[config.mk]
export PLATFORM = sky130hd
export DESIGN_NAME = ni_vc_link
export DESIGN_NICKNAME = d
export VERILOG_FILES = /design/src/ni_pkg.sv /design/src/ni_vc_link.sv /design/src/rx_vc_capture.sv /design/src/tx_plane_mux.sv /design/src/tx_vc_dispatch.sv /design/src/vc_lane_fifo.sv /design/src/vc_plane_sched.sv
export VERILOG_INCLUDE_DIRS = /design/src /design/src/src
export SDC_FILE = /design/constraint.sdc
export NUM_CORES = 1
export LEC_CHECK = 0
export BUFFER_PORTS_ARGS = -buffer_cell sky130_fd_sc_hd__buf_2
export CAP_MARGIN = 10
export CORE_AREA = 3 3 220 222
export DETAILED_ROUTE_END_ITERATION = 10
export DIE_AREA = 0 0 223 225
export SLEW_MARGIN = 10
export SYNTH_ARGS = -nofsm -noshare
export SYNTH_HDL_FRONTEND = slang
export SYNTH_SLANG_ARGS = --single-unit
[constraint.sdc]
create_clock -name clk_i -period 5.45 [get_ports clk_i]
set_input_delay 0.2725 -clock clk_i [delete_from_list [all_inputs] [get_ports clk_i]]
set_output_delay 0.2725 -clock clk_i [all_outputs]
set_load 0.01 [all_outputs]
[src/ni_config.svh]
// NI VC link configuration: flit geometry, VC plane count and send lane depth

`ifndef NI_CONFIG_SVH
`define NI_CONFIG_SVH

// ----------------------------------------------------------------------
// Flit format
// ----------------------------------------------------------------------
// Full flit width on the DMA stream and the router link
`define NI_FLIT_W 64

// Kind field occupies the two bits from here up to the MSB
`define NI_KIND_LSB 62

// ----------------------------------------------------------------------
// Virtual channels
// ----------------------------------------------------------------------
`define NI_NUM_VC 2

// Flits buffered per VC on the send side
`define NI_LANE_DEPTH 4

`endif

[src/ni_pkg.sv]
// NI VC link types: flit layout, flit kinds and VC index with its wrap helper

`include "ni_config.svh"

package ni_pkg;

  // ----------------------------------------------------------------------
  // Flit kind, taken from the top two bits of every flit
  // ----------------------------------------------------------------------
  // 2'b10 is not used by the router
  typedef enum logic [1:0] {
    BODY = 2'b00,
    HEAD = 2'b01,
    TAIL = 2'b11
  } flit_kind_e;

  // Kind in the MSBs, payload below it
  typedef struct packed {
    flit_kind_e                 kind;
    logic [`NI_KIND_LSB-1:0]    payload;
  } flit_t;

  // ----------------------------------------------------------------------
  // VC plane index
  // ----------------------------------------------------------------------
  typedef logic [$clog2(`NI_NUM_VC)-1:0] vc_id_t;

  // Next VC in round-robin order
  function automatic vc_id_t next_vc(input vc_id_t vc);
    if (vc == vc_id_t'(`NI_NUM_VC - 1)) begin
      return '0;
    end
    return vc_id_t'(vc + 1'b1);
  endfunction

endpackage

[src/ni_vc_link.sv]
// NI VC link top level joining the DMA stream to the router link over rotating VC planes

`timescale 1ns/10ps

`include "ni_config.svh"

module ni_vc_link (
  input  logic           clk_i,
  input  logic           rst_ni,
  // DMA send stream
  input  ni_pkg::flit_t  dma_tx_flit_i,
  input  logic           dma_tx_valid_i,
  output logic           dma_tx_ready_o,
  // Router link, send side
  output ni_pkg::flit_t  link_tx_flit_o,
  output logic           link_tx_valid_o,
  input  logic           link_tx_ready_i,
  output ni_pkg::vc_id_t link_vc_o,
  // Router link, receive side
  input  ni_pkg::flit_t  link_rx_flit_i,
  input  logic           link_rx_valid_i,
  output logic           link_rx_ready_o,
  // DMA receive stream
  output ni_pkg::flit_t  dma_rx_flit_o,
  output logic           dma_rx_valid_o,
  input  logic           dma_rx_ready_i
);

  import ni_pkg::*;

  vc_id_t                       plane;
  flit_t                        lane_in_flit;
  logic    [`NI_NUM_VC-1:0]     lane_push;
  logic    [`NI_NUM_VC-1:0]     lane_not_full;
  logic    [`NI_NUM_VC-1:0]     lane_not_empty;
  logic    [`NI_NUM_VC-1:0]     lane_pop;
  flit_t   [`NI_NUM_VC-1:0]     lane_head;

  // ----------------------------------------------------------------------
  // Plane schedule
  // ----------------------------------------------------------------------
  vc_plane_sched vc_plane_sched_i (
    .clk_i   ( clk_i  ),
    .rst_ni  ( rst_ni ),
    .plane_o ( plane  )
  );

  assign link_vc_o = plane;

  // ----------------------------------------------------------------------
  // Send path
  // ----------------------------------------------------------------------
  tx_vc_dispatch tx_vc_dispatch_i (
    .clk_i        ( clk_i          ),
    .rst_ni       ( rst_ni         ),
    .flit_i       ( dma_tx_flit_i  ),
    .valid_i      ( dma_tx_valid_i ),
    .ready_o      ( dma_tx_ready_o ),
    .lane_push_o  ( lane_push      ),
    .lane_flit_o  ( lane_in_flit   ),
    .lane_ready_i ( lane_not_full  )
  );

  // One queue per VC
  for (genvar i = 0; i < `NI_NUM_VC; i++) begin : gen_lane
    vc_lane_fifo #(
      .DEPTH ( `NI_LANE_DEPTH )
    ) vc_lane_fifo_i (
      .clk_i       ( clk_i             ),
      .rst_ni      ( rst_ni            ),
      .push_i      ( lane_push[i]      ),
      .flit_i      ( lane_in_flit      ),
      .not_full_o  ( lane_not_full[i]  ),
      .pop_i       ( lane_pop[i]       ),
      .flit_o      ( lane_head[i]      ),
      .not_empty_o ( lane_not_empty[i] )
    );
  end

  tx_plane_mux tx_plane_mux_i (
    .plane_i      ( plane           ),
    .lane_flit_i  ( lane_head       ),
    .lane_valid_i ( lane_not_empty  ),
    .lane_pop_o   ( lane_pop        ),
    .flit_o       ( link_tx_flit_o  ),
    .valid_o      ( link_tx_valid_o ),
    .ready_i      ( link_tx_ready_i )
  );

  // ----------------------------------------------------------------------
  // Receive path
  // ----------------------------------------------------------------------
  // Data goes straight through and only the handshake is gated
  assign dma_rx_flit_o = link_rx_flit_i;

  rx_vc_capture rx_vc_capture_i (
    .clk_i   ( clk_i           ),
    .rst_ni  ( rst_ni          ),
    .plane_i ( plane           ),
    .flit_i  ( link_rx_flit_i  ),
    .valid_i ( link_rx_valid_i ),
    .ready_o ( link_rx_ready_o ),
    .valid_o ( dma_rx_valid_o  ),
    .ready_i ( dma_rx_ready_i  )
  );

endmodule

[src/rx_vc_capture.sv]
// Receive VC capture that locks onto the VC of an incoming head until its tail

`timescale 1ns/10ps

module rx_vc_capture (
  input  logic           clk_i,
  input  logic           rst_ni,
  input  ni_pkg::vc_id_t plane_i,
  // Router link, receive side
  input  ni_pkg::flit_t  flit_i,
  input  logic           valid_i,
  output logic           ready_o,
  // DMA receive stream
  output logic           valid_o,
  input  logic           ready_i
);

  import ni_pkg::*;

  logic   busy_q;
  vc_id_t claim_q;
  logic   pass;
  logic   accept;

  // ----------------------------------------------------------------------
  // Gating
  // ----------------------------------------------------------------------
  // Idle takes heads only and busy takes the claimed plane only
  always_comb begin
    if (busy_q) begin
      pass = (plane_i == claim_q);
    end else begin
      pass = (flit_i.kind == HEAD);
    end
  end

  assign valid_o = valid_i & pass;
  assign ready_o = ready_i & pass;
  assign accept  = valid_i & ready_o;

  // ----------------------------------------------------------------------
  // Claim state
  // ----------------------------------------------------------------------
  always_ff @(posedge clk_i or negedge rst_ni) begin
    if (!rst_ni) begin
      busy_q  <= 1'b0;
      claim_q <= '0;
    end else if (accept) begin
      if (!busy_q) begin
        // This plane now owns the receive path
        busy_q  <= 1'b1;
        claim_q <= plane_i;
      end else if (flit_i.kind == TAIL) begin
        busy_q <= 1'b0;
      end
    end
  end

  // A new head on the claimed plane means the router lost a tail
  assert property (@(posedge clk_i) disable iff (!rst_ni)
    (busy_q && valid_i && (plane_i == claim_q)) |-> (flit_i.kind != HEAD))
    else $error("Receive head arrived inside a claimed packet");

endmodule

[src/tx_plane_mux.sv]
// Send plane mux: puts the active plane's lane head on the link

`timescale 1ns/10ps

`include "ni_config.svh"

module tx_plane_mux (
  input  ni_pkg::vc_id_t                         plane_i,
  // Lane heads
  input  ni_pkg::flit_t   [`NI_NUM_VC-1:0]       lane_flit_i,
  input  logic            [`NI_NUM_VC-1:0]       lane_valid_i,
  output logic            [`NI_NUM_VC-1:0]       lane_pop_o,
  // Router link, send side
  output ni_pkg::flit_t                          flit_o,
  output logic                                   valid_o,
  input  logic                                   ready_i
);

  import ni_pkg::*;

  // ----------------------------------------------------------------------
  // Plane select
  // ----------------------------------------------------------------------
  // Other lanes keep their head until their slot comes round
  assign flit_o  = lane_flit_i[plane_i];
  assign valid_o = lane_valid_i[plane_i];

  // Pop only the owning lane, and only on a link handshake
  always_comb begin
    for (int unsigned i = 0; i < `NI_NUM_VC; i++) begin
      lane_pop_o[i] = (plane_i == vc_id_t'(i)) & lane_valid_i[i] & ready_i;
    end
  end

endmodule

[src/tx_vc_dispatch.sv]
// Send dispatcher: gives each outgoing packet the next VC lane, round-robin

`timescale 1ns/10ps

`include "ni_config.svh"

module tx_vc_dispatch (
  input  logic                  clk_i,
  input  logic                  rst_ni,
  // DMA send stream
  input  ni_pkg::flit_t         flit_i,
  input  logic                  valid_i,
  output logic                  ready_o,
  // Lane write side
  output logic [`NI_NUM_VC-1:0] lane_push_o,
  output ni_pkg::flit_t         lane_flit_o,
  input  logic [`NI_NUM_VC-1:0] lane_ready_i
);

  import ni_pkg::*;

  vc_id_t lane_q;
  logic   accept;

  // ----------------------------------------------------------------------
  // Steering
  // ----------------------------------------------------------------------
  // Only the lane owning the current packet sees the flit
  assign ready_o     = lane_ready_i[lane_q];
  assign accept      = valid_i & ready_o;
  assign lane_flit_o = flit_i;

  always_comb begin
    lane_push_o         = '0;
    lane_push_o[lane_q] = accept;
  end

  // ----------------------------------------------------------------------
  // Lane selection
  // ----------------------------------------------------------------------
  // Whole packets stay on one VC, so move on only after the tail
  always_ff @(posedge clk_i or negedge rst_ni) begin
    if (!rst_ni) begin
      lane_q <= '0;
    end else if (accept && (flit_i.kind == TAIL)) begin
      lane_q <= next_vc(lane_q);
    end
  end

  // DMA must hold a stalled flit until the lane takes it
  assert property (@(posedge clk_i) disable iff (!rst_ni)
    (valid_i && !ready_o) |=> (valid_i && ($stable(flit_i))))
    else $error("DMA send flit changed while stalled");

endmodule

[src/vc_lane_fifo.sv]
// Send lane FIFO: circular flit buffer for one VC

`timescale 1ns/10ps

`include "ni_config.svh"

module vc_lane_fifo #(
  parameter int unsigned DEPTH = `NI_LANE_DEPTH
) (
  input  logic          clk_i,
  input  logic          rst_ni,
  // Write side
  input  logic          push_i,
  input  ni_pkg::flit_t flit_i,
  output logic          not_full_o,
  // Read side
  input  logic          pop_i,
  output ni_pkg::flit_t flit_o,
  output logic          not_empty_o
);

  import ni_pkg::*;

  localparam int unsigned PtrW = (DEPTH > 1) ? $clog2(DEPTH) : 1;
  localparam int unsigned CntW = $clog2(DEPTH + 1);

  flit_t           mem_q [DEPTH];
  logic [PtrW-1:0] wr_ptr_q;
  logic [PtrW-1:0] rd_ptr_q;
  logic [CntW-1:0] count_q;
  logic            do_push;
  logic            do_pop;

  // Pointer advance with wrap at DEPTH
  function automatic logic [PtrW-1:0] ptr_next(input logic [PtrW-1:0] ptr);
    if (ptr == PtrW'(DEPTH - 1)) begin
      return '0;
    end
    return PtrW'(ptr + 1'b1);
  endfunction

  assign not_full_o  = (count_q != CntW'(DEPTH));
  assign not_empty_o = (count_q != '0);
  assign do_push     = push_i & not_full_o;
  assign do_pop      = pop_i & not_empty_o;

  // Head is read straight from storage
  assign flit_o = mem_q[rd_ptr_q];

  // ----------------------------------------------------------------------
  // Storage
  // ----------------------------------------------------------------------
  always_ff @(posedge clk_i) begin
    if (do_push) begin
      mem_q[wr_ptr_q] <= flit_i;
    end
  end

  // ----------------------------------------------------------------------
  // Pointers and occupancy
  // ----------------------------------------------------------------------
  always_ff @(posedge clk_i or negedge rst_ni) begin
    if (!rst_ni) begin
      wr_ptr_q <= '0;
      rd_ptr_q <= '0;
      count_q  <= '0;
    end else begin
      if (do_push) begin
        wr_ptr_q <= ptr_next(wr_ptr_q);
      end
      if (do_pop) begin
        rd_ptr_q <= ptr_next(rd_ptr_q);
      end
      // Simultaneous push and pop leaves the count alone
      if (do_push && !do_pop) begin
        count_q <= count_q + 1'b1;
      end else if (do_pop && !do_push) begin
        count_q <= count_q - 1'b1;
      end
    end
  end

  assert property (@(posedge clk_i) disable iff (!rst_ni) push_i |-> not_full_o)
    else $error("Push into full send lane");

  assert property (@(posedge clk_i) disable iff (!rst_ni) pop_i |-> not_empty_o)
    else $error("Pop from empty send lane");

endmodule

[src/vc_plane_sched.sv]
// VC plane scheduler: rotates link ownership over the VC planes, one per cycle

`timescale 1ns/10ps

module vc_plane_sched (
  input  logic           clk_i,
  input  logic           rst_ni,
  output ni_pkg::vc_id_t plane_o
);

  import ni_pkg::*;

  vc_id_t plane_q;

  // Time slot owner, shared by send and receive
  always_ff @(posedge clk_i or negedge rst_ni) begin
    if (!rst_ni) begin
      plane_q <= '0;
    end else begin
      plane_q <= next_vc(plane_q);
    end
  end

  assign plane_o = plane_q;

endmodule
== After elaboration in Yosys (flattened, before gate mapping) ==
Memory sizes are Yosys's and may differ from the RTL's.
Index checks and enable logic that the tools add are counted.

* Bits in registers: 18
* Memory bits (writable): 512
* Input port bits: 134
* Output and inout bits: 133
* Logic and storage cells: 107
* Memories kept: 2

* $add $sub $neg: 10
* $lt $le $gt $ge: 3
* Eq/ne operators: 10
* Mux-type cells: 42
* Bitwise logic cells: 15
* Reduce and logical (&&, ||, !) cells: 15

{| class="wikitable"
|+ Memories
! name !! words !! bits a word !! read ports !! clocked after Yosys merged registers in !! wr ports !! RTL line !! source
|-
| gen_lane[0].vc_lane_fifo_i.mem_q || 4 || 64 || 1 || 0 || 1 || vc_lane_fifo.sv:27 || <nowiki>flit_t mem_q [DEPTH];</nowiki>
|-
| gen_lane[1].vc_lane_fifo_i.mem_q || 4 || 64 || 1 || 0 || 1 || vc_lane_fifo.sv:27 ||
|}

{| class="wikitable"
|+ Operator list
! kind !! number
|-
| $mux 64 || 2
|-
| $mux 1 || 27
|-
| $mux 2 || 8
|-
| $and 1x1->1 || 12
|-
| $eq 2x2->1 const B || 6
|-
| $mux 3 || 4
|-
| $add 2x1->2 const B || 4
|-
| $add 3x1->3 const B || 2
|-
| $logic_and 1x1->1 || 6
|-
| $ne 3x3->1 const B || 2
|-
| $reduce_bool 3->1 || 2
|-
| $sub 3x1->3 const B || 2
|-
| $logic_not 1->1 || 4
|-
| $lt 1x2->1 const B || 2
|-
| $reduce_bool 2->1 || 2
|-
| $add 1x1->1 const B || 2
|-
| $and 2x2->2 || 1
|-
| $eq 2x1->1 const B || 1
|-
| $not 1->1 || 2
|-
| $reduce_and 2->1 || 1
|-
| $demux 1 s1 || 1
|-
| $eq 1x1->1 || 1
|-
| $ge 1x1->1 const B || 1
|}

== Longest topological paths before layout ==
* Word-level depth: 10
* Gate-level depth with buffers: 9

== Modules after synthesis ==
From an unflattened synthesis, not the netlist that was laid out.

* Cells, all modules: 964
* Area total of the unflattened synthesis: 21381.8 µm²

{| class="wikitable"
|+ Modules (own cells, without submodules)
! module !! instances !! cells an instance !! area an instance (µm²) !! seq. area each (µm²)
|-
| vc_lane_fifo at gen_lane[1].vc_lane_fifo_i || 1 || 371 || 9659.3 || 7862.5
|-
| vc_lane_fifo at gen_lane[0].vc_lane_fifo_i || 1 || 370 || 9651.8 || 7862.5
|-
| tx_plane_mux || 1 || 74 || 882.1 || 0.0
|-
| tx_vc_dispatch || 1 || 71 || 555.5 || 25.0
|-
| ni_vc_link || 1 || 64 || 480.5 || 0.0
|-
| rx_vc_capture || 1 || 12 || 123.9 || 50.0
|-
| vc_plane_sched || 1 || 2 || 28.8 || 25.0
|}

== Least setup slack after synthesis ==
Ideal clock, no wire load.

* Path kind: flip-flop to flip-flop
* Start: register gen_lane[0].vc_lane_fifo_i.count_q[2]
* End: memory gen_lane[0].vc_lane_fifo_i.mem_q[0][0] in the netlist's numbering, enable pin
* Setup time: 0.429 ns
* Arrival time: 2.420 ns
* Data required time: 5.021 ns
* Setup slack: 2.601 ns
* Cell stages (with the launch flop): 4
* Path buffers: 0
* Clock period less this slack: 2.849 ns
* Cell sequence: dfrtp_1 > nor3b_1 > nor3b_2 > and2_1

* Cells in the longest elaborated chain, start to end: 8

{| class="wikitable"
|+ Ends and longest elaborated chain
! element !! RTL line !! source
|-
| from (decl) || vc_lane_fifo.sv:30 || <nowiki>logic [CntW-1:0] count_q;</nowiki>
|-
| from (signal assigned) || vc_lane_fifo.sv:76 || <nowiki>count_q <= count_q + 1'b1;</nowiki>
|-
| from (signal assigned) || vc_lane_fifo.sv:78 || <nowiki>count_q <= count_q - 1'b1;</nowiki>
|-
| $ne 3x3->1 * || vc_lane_fifo.sv:42 || <nowiki>assign not_full_o = (count_q != CntW'(DEPTH));</nowiki>
|-
| $mux 1 (implied by the code) (2 in a row) || tx_vc_dispatch.sv:29 || <nowiki>assign ready_o = lane_ready_i[lane_q];</nowiki>
|-
| $and 1x1->1 || tx_vc_dispatch.sv:30 || <nowiki>assign accept = valid_i & ready_o;</nowiki>
|-
| $and 2x2->2 (no source line) || n/a ||
|-
| $and 1x1->1 * || vc_lane_fifo.sv:44 || <nowiki>assign do_push = push_i & not_full_o;</nowiki>
|-
| via gen_lane[0].vc_lane_fifo_i.do_push || vc_lane_fifo.sv:31 || <nowiki>logic do_push;</nowiki>
|-
| $mux 1 * || vc_lane_fifo.sv:54 || <nowiki>if (do_push) begin</nowiki>
|-
| $mux 1 (implied by the code) * || vc_lane_fifo.sv:55 || <nowiki>mem_q[wr_ptr_q] <= flit_i;</nowiki>
|-
| to (decl) || vc_lane_fifo.sv:27 ||
|}

Mark *: on every way through the listed nets, which the timed path passes. The rest lies on a longest branch. The select of a mux whose other input is x is not followed.

==> flow_metrics.tcl <==
set metrics [dict create \
    crit_fanout 38 \
    antenna_found_initial 2 \
    clock-sinks 530 \
    syn_area_um2 21000 \
    dr.first_iter.drc_count 635 \
    setup_viol 0 \
    tns_ns 0 \
    grt_max_degree 85 \
    grt_pass1_vias 10800 \
    place_congestion 0.670 \
    whs_ns 0.0683 \
    io_pins 267 \
    worstSetupStartpointType "register" \
    place_area_um2 21900 \
    core_area_um2 46600 \
    syn_avg_cell_area_um2 20.1 \
    gr-total-overflow 0 \
    slew_violations 0 \
    cts_resized 0 \
    cpMaxStageDelayCell "dfrtp_4" \
    r2r-end "gen_lane[1].vc_lane_fifo_i.mem_q[3][22]$_DFFE_PP_" \
    design_area_um2 24400 \
    period_minus_slack_ns 3.35 \
    vias 10100 \
    rsz0062_at_grt "false" \
    power_density_nw_per_um2 513 \
    synth_top_family_by_area "multiplexers" \
    drive_above_1_share_pct 28.9 \
    ys_types 31 \
    max_slew_margin_pct 36.3 \
    synth_xor_area_share_pct 0.292 \
    slowest_delay_ns 0.99 \
    cts_buffers 55 \
    cp.arrival_ns 3.07 \
    cts_tree "built" \
    clockBufferDepth 3 \
    design.die.area_um2 50200 \
    path_buf_inv 2 \
    hpwlAfterDp_um 23100 \
    cellLeakagePower_uw 0.00830 \
    routed_via_density 5.40 \
    holdPathStages 1 \
    wl_um 43500 \
    grt_pass1_wl_um 66900 \
    synth_simple_gate_area_share_pct 1.96 \
    synth_fa_ha_area_share_pct 0.907 \
    ff2ff_path_depth 4 \
    holdCritStartpoint "dma_tx_flit_i[62]" \
    crit_family "flip-flops" \
    ctsHoldBuffers 67 \
    fmax_ghz 0.299 \
    drt-wirelength-per-cell_um 23.4 \
    start_util_pct 45.1 \
    status "completed" \
    ir_drop_mv 0.285 \
    firstDrtPassIters 4 \
    end_kind "output pin" \
    area_delta_synth_final_pct 16.3 \
    nets 1357 \
    clk_latency_ns 0.59 \
    period_share_pct 61.4 \
    synth-seq-cells 530 \
    worst_clock_skew_ns 0.0130 \
    die_x_um 223 \
    die_h_um 225 \
    r2r-start "gen_lane[1].vc_lane_fifo_i.count_q[2]$_DFFE_PN0P_" \
    ctsHtreeMaxLevel 2 \
    portBuffers 142 \
    drc 0 \
    crit_chain "buf_4 -> mux4_2 -> nand2_1 -> o221ai_1 -> buf_2" \
    synth.area.mux_share_pct 13.6 \
    postCtsSetupBuffers 0 \
    yosysWarnings 0 \
    root_buffer "clkbuf_16" \
    drv_cap 0 \
    rrSetupSlack_ns 2.75 \
    path_class "register to output pin" \
    rows 79 \
    grt.total_usage_pct 17.6 \
    synth_compound_area_share_pct 4.05 \
    whs_endpoint "gen_lane[0].vc_lane_fifo_i.mem_q[3][62]$_DFFE_PP_" \
    syn-num-nets 1190 \
    final_util_pct 52.4 \
    hold_viol 0 \
    path_clk_slew_ns 0.06 \
    holdCritPathClass "input pin to register" \
    worstMarginPinSlew_ns 0.955 \
    syn-instance-count 1042 \
    drtAntennaViolNets 0 \
    ys_seq_area_share_pct 75.4 \
    cp.required_ns 5.18 \
]
cell usage after synthesis (all sizes together):
library cell / number / area (um2)
inv: 8 / 30.0
mux2: 10 / 113
o21ai: 3 / 15.0
nor4: 1 / 6.26
edfxtp: 512 / 15400
nand3: 2 / 10.0
nor2: 6 / 22.5
o311ai: 1 / 16.3
xor2: 5 / 43.8
o221ai: 64 / 798
a21o: 1 / 7.51
nand2b: 2 / 12.5
buf: 103 / 712
clkbuf: 11 / 41.3
ha: 12 / 150
fa: 2 / 40.0
mux4: 64 / 1440
nor3b: 4 / 35.0
nand2: 66 / 248
a21oi: 1 / 5.00
xnor2: 2 / 17.5
and2: 10 / 62.6
nor3: 3 / 15.0
dfrtp: 18 / 450
mux2i: 130 / 1300
o31ai: 1 / 7.51
logic make-up (layout without fill, tap and decap cells):
kind of cell,count (synthesis),count (layout)
compound gates,71,71
fa+ha+maj,14,14
simple gates,94,94
mux,204,204
xor+xnor,7,7
other cells,0,2
buf+inv,122,335
flops,530,530
routing by layer:
metal	part of all wire [%]	GRT usage, %	wire (um)
met4	2.7	5.54	1160
met5	0.016	0	7
met2	48	27.8	20700
met3	5.4	3.79	2350
met1	44	24.7	19300
area by class of cell:
class / instances / area (um2)
fillers: 3677 / 22200
repair buffers: 224 / 1510
diodes: 2 / 5.00
multi-input cells: 390 / 4400
well taps: 607 / 759
clock inverters: 30 / 313
clock buffers: 73 / 1540
flip-flops and latches: 530 / 15800
inverters: 8 / 30.0
state kept, by name, summed over array words and instances (netlist names):
signal                            count
tx_vc_dispatch_i.lane_q               1
gen_lane.vc_lane_fifo_i.count_q       6
gen_lane.vc_lane_fifo_i.mem_q       512
gen_lane.vc_lane_fifo_i.wr_ptr_q      4
vc_plane_sched_i.plane_o              1
rx_vc_capture_i.claim_q               1
rx_vc_capture_i.busy_q                1
gen_lane.vc_lane_fifo_i.rd_ptr_q      4
report_power, final:
group          leakage [uW]  switching [uW]  internal (uW)
clock network      0.000900            1490           2300
logic               0.00255            1750           1440
registers           0.00485             418           5120
total               0.00830            3660           8860
how the worst max path moves through the flow:
stage | start | endpoint | slack [ns] | cells after the start
finish | gen_lane[0].vc_lane_fifo_i.rd_ptr_q[0]$_DFFE_PN0P_ | link_tx_flit_o[42] | 2.10 | 5
global placement | gen_lane[0].vc_lane_fifo_i.rd_ptr_q[0]$_DFFE_PN0P_ | link_tx_flit_o[42] | 2.60 | 5
global route | gen_lane[0].vc_lane_fifo_i.rd_ptr_q[0]$_DFFE_PN0P_ | link_tx_flit_o[42] | 1.82 | 5
floorplan | gen_lane[0].vc_lane_fifo_i.count_q[2]$_DFFE_PN0P_ | gen_lane[0].vc_lane_fifo_i.mem_q[0][0]$_DFFE_PP_ | 2.60 | 3
detailed placement | gen_lane[0].vc_lane_fifo_i.rd_ptr_q[0]$_DFFE_PN0P_ | link_tx_flit_o[42] | 2.57 | 5
CTS | gen_lane[0].vc_lane_fifo_i.rd_ptr_q[0]$_DFFE_PN0P_ | link_tx_flit_o[42] | 1.91 | 5
worst reg2reg max path: stages, from the launching register on:
cell and delay [ns]:
dfrtp_1 0.41, nor3b_1 0.18, nor2_1 0.42, and2_4 0.68, buf_4 0.61
per-stage QoR:
stage / cells / total power [uW] / worst slack [ns]
after floorplan: 1042 / 7810 / 2.60
after global placement: 1692 / 8830 / 2.60
after detailed placement: 1692 / 8880 / 2.57
after CTS: 1862 / 12700 / 1.91
after global routing: 1862 / 13200 / 1.82
final: 1864 / 12500 / 2.10
cells in the final DEF, fill, tap and decap left out, drive strengths merged, types with 7 or more instances in the layout:
cell / count
dfrtp: 18
and2: 10
mux2: 10
inv: 8
buf: 157
edfxtp: 512
nand2: 66
clkinv: 21
o221ai: 64
dlygate4sd3: 67
mux2i: 130
clkbuf: 73
bufinv: 7
mux4: 64
ha: 12
Power figures use the tool's default switching activity.
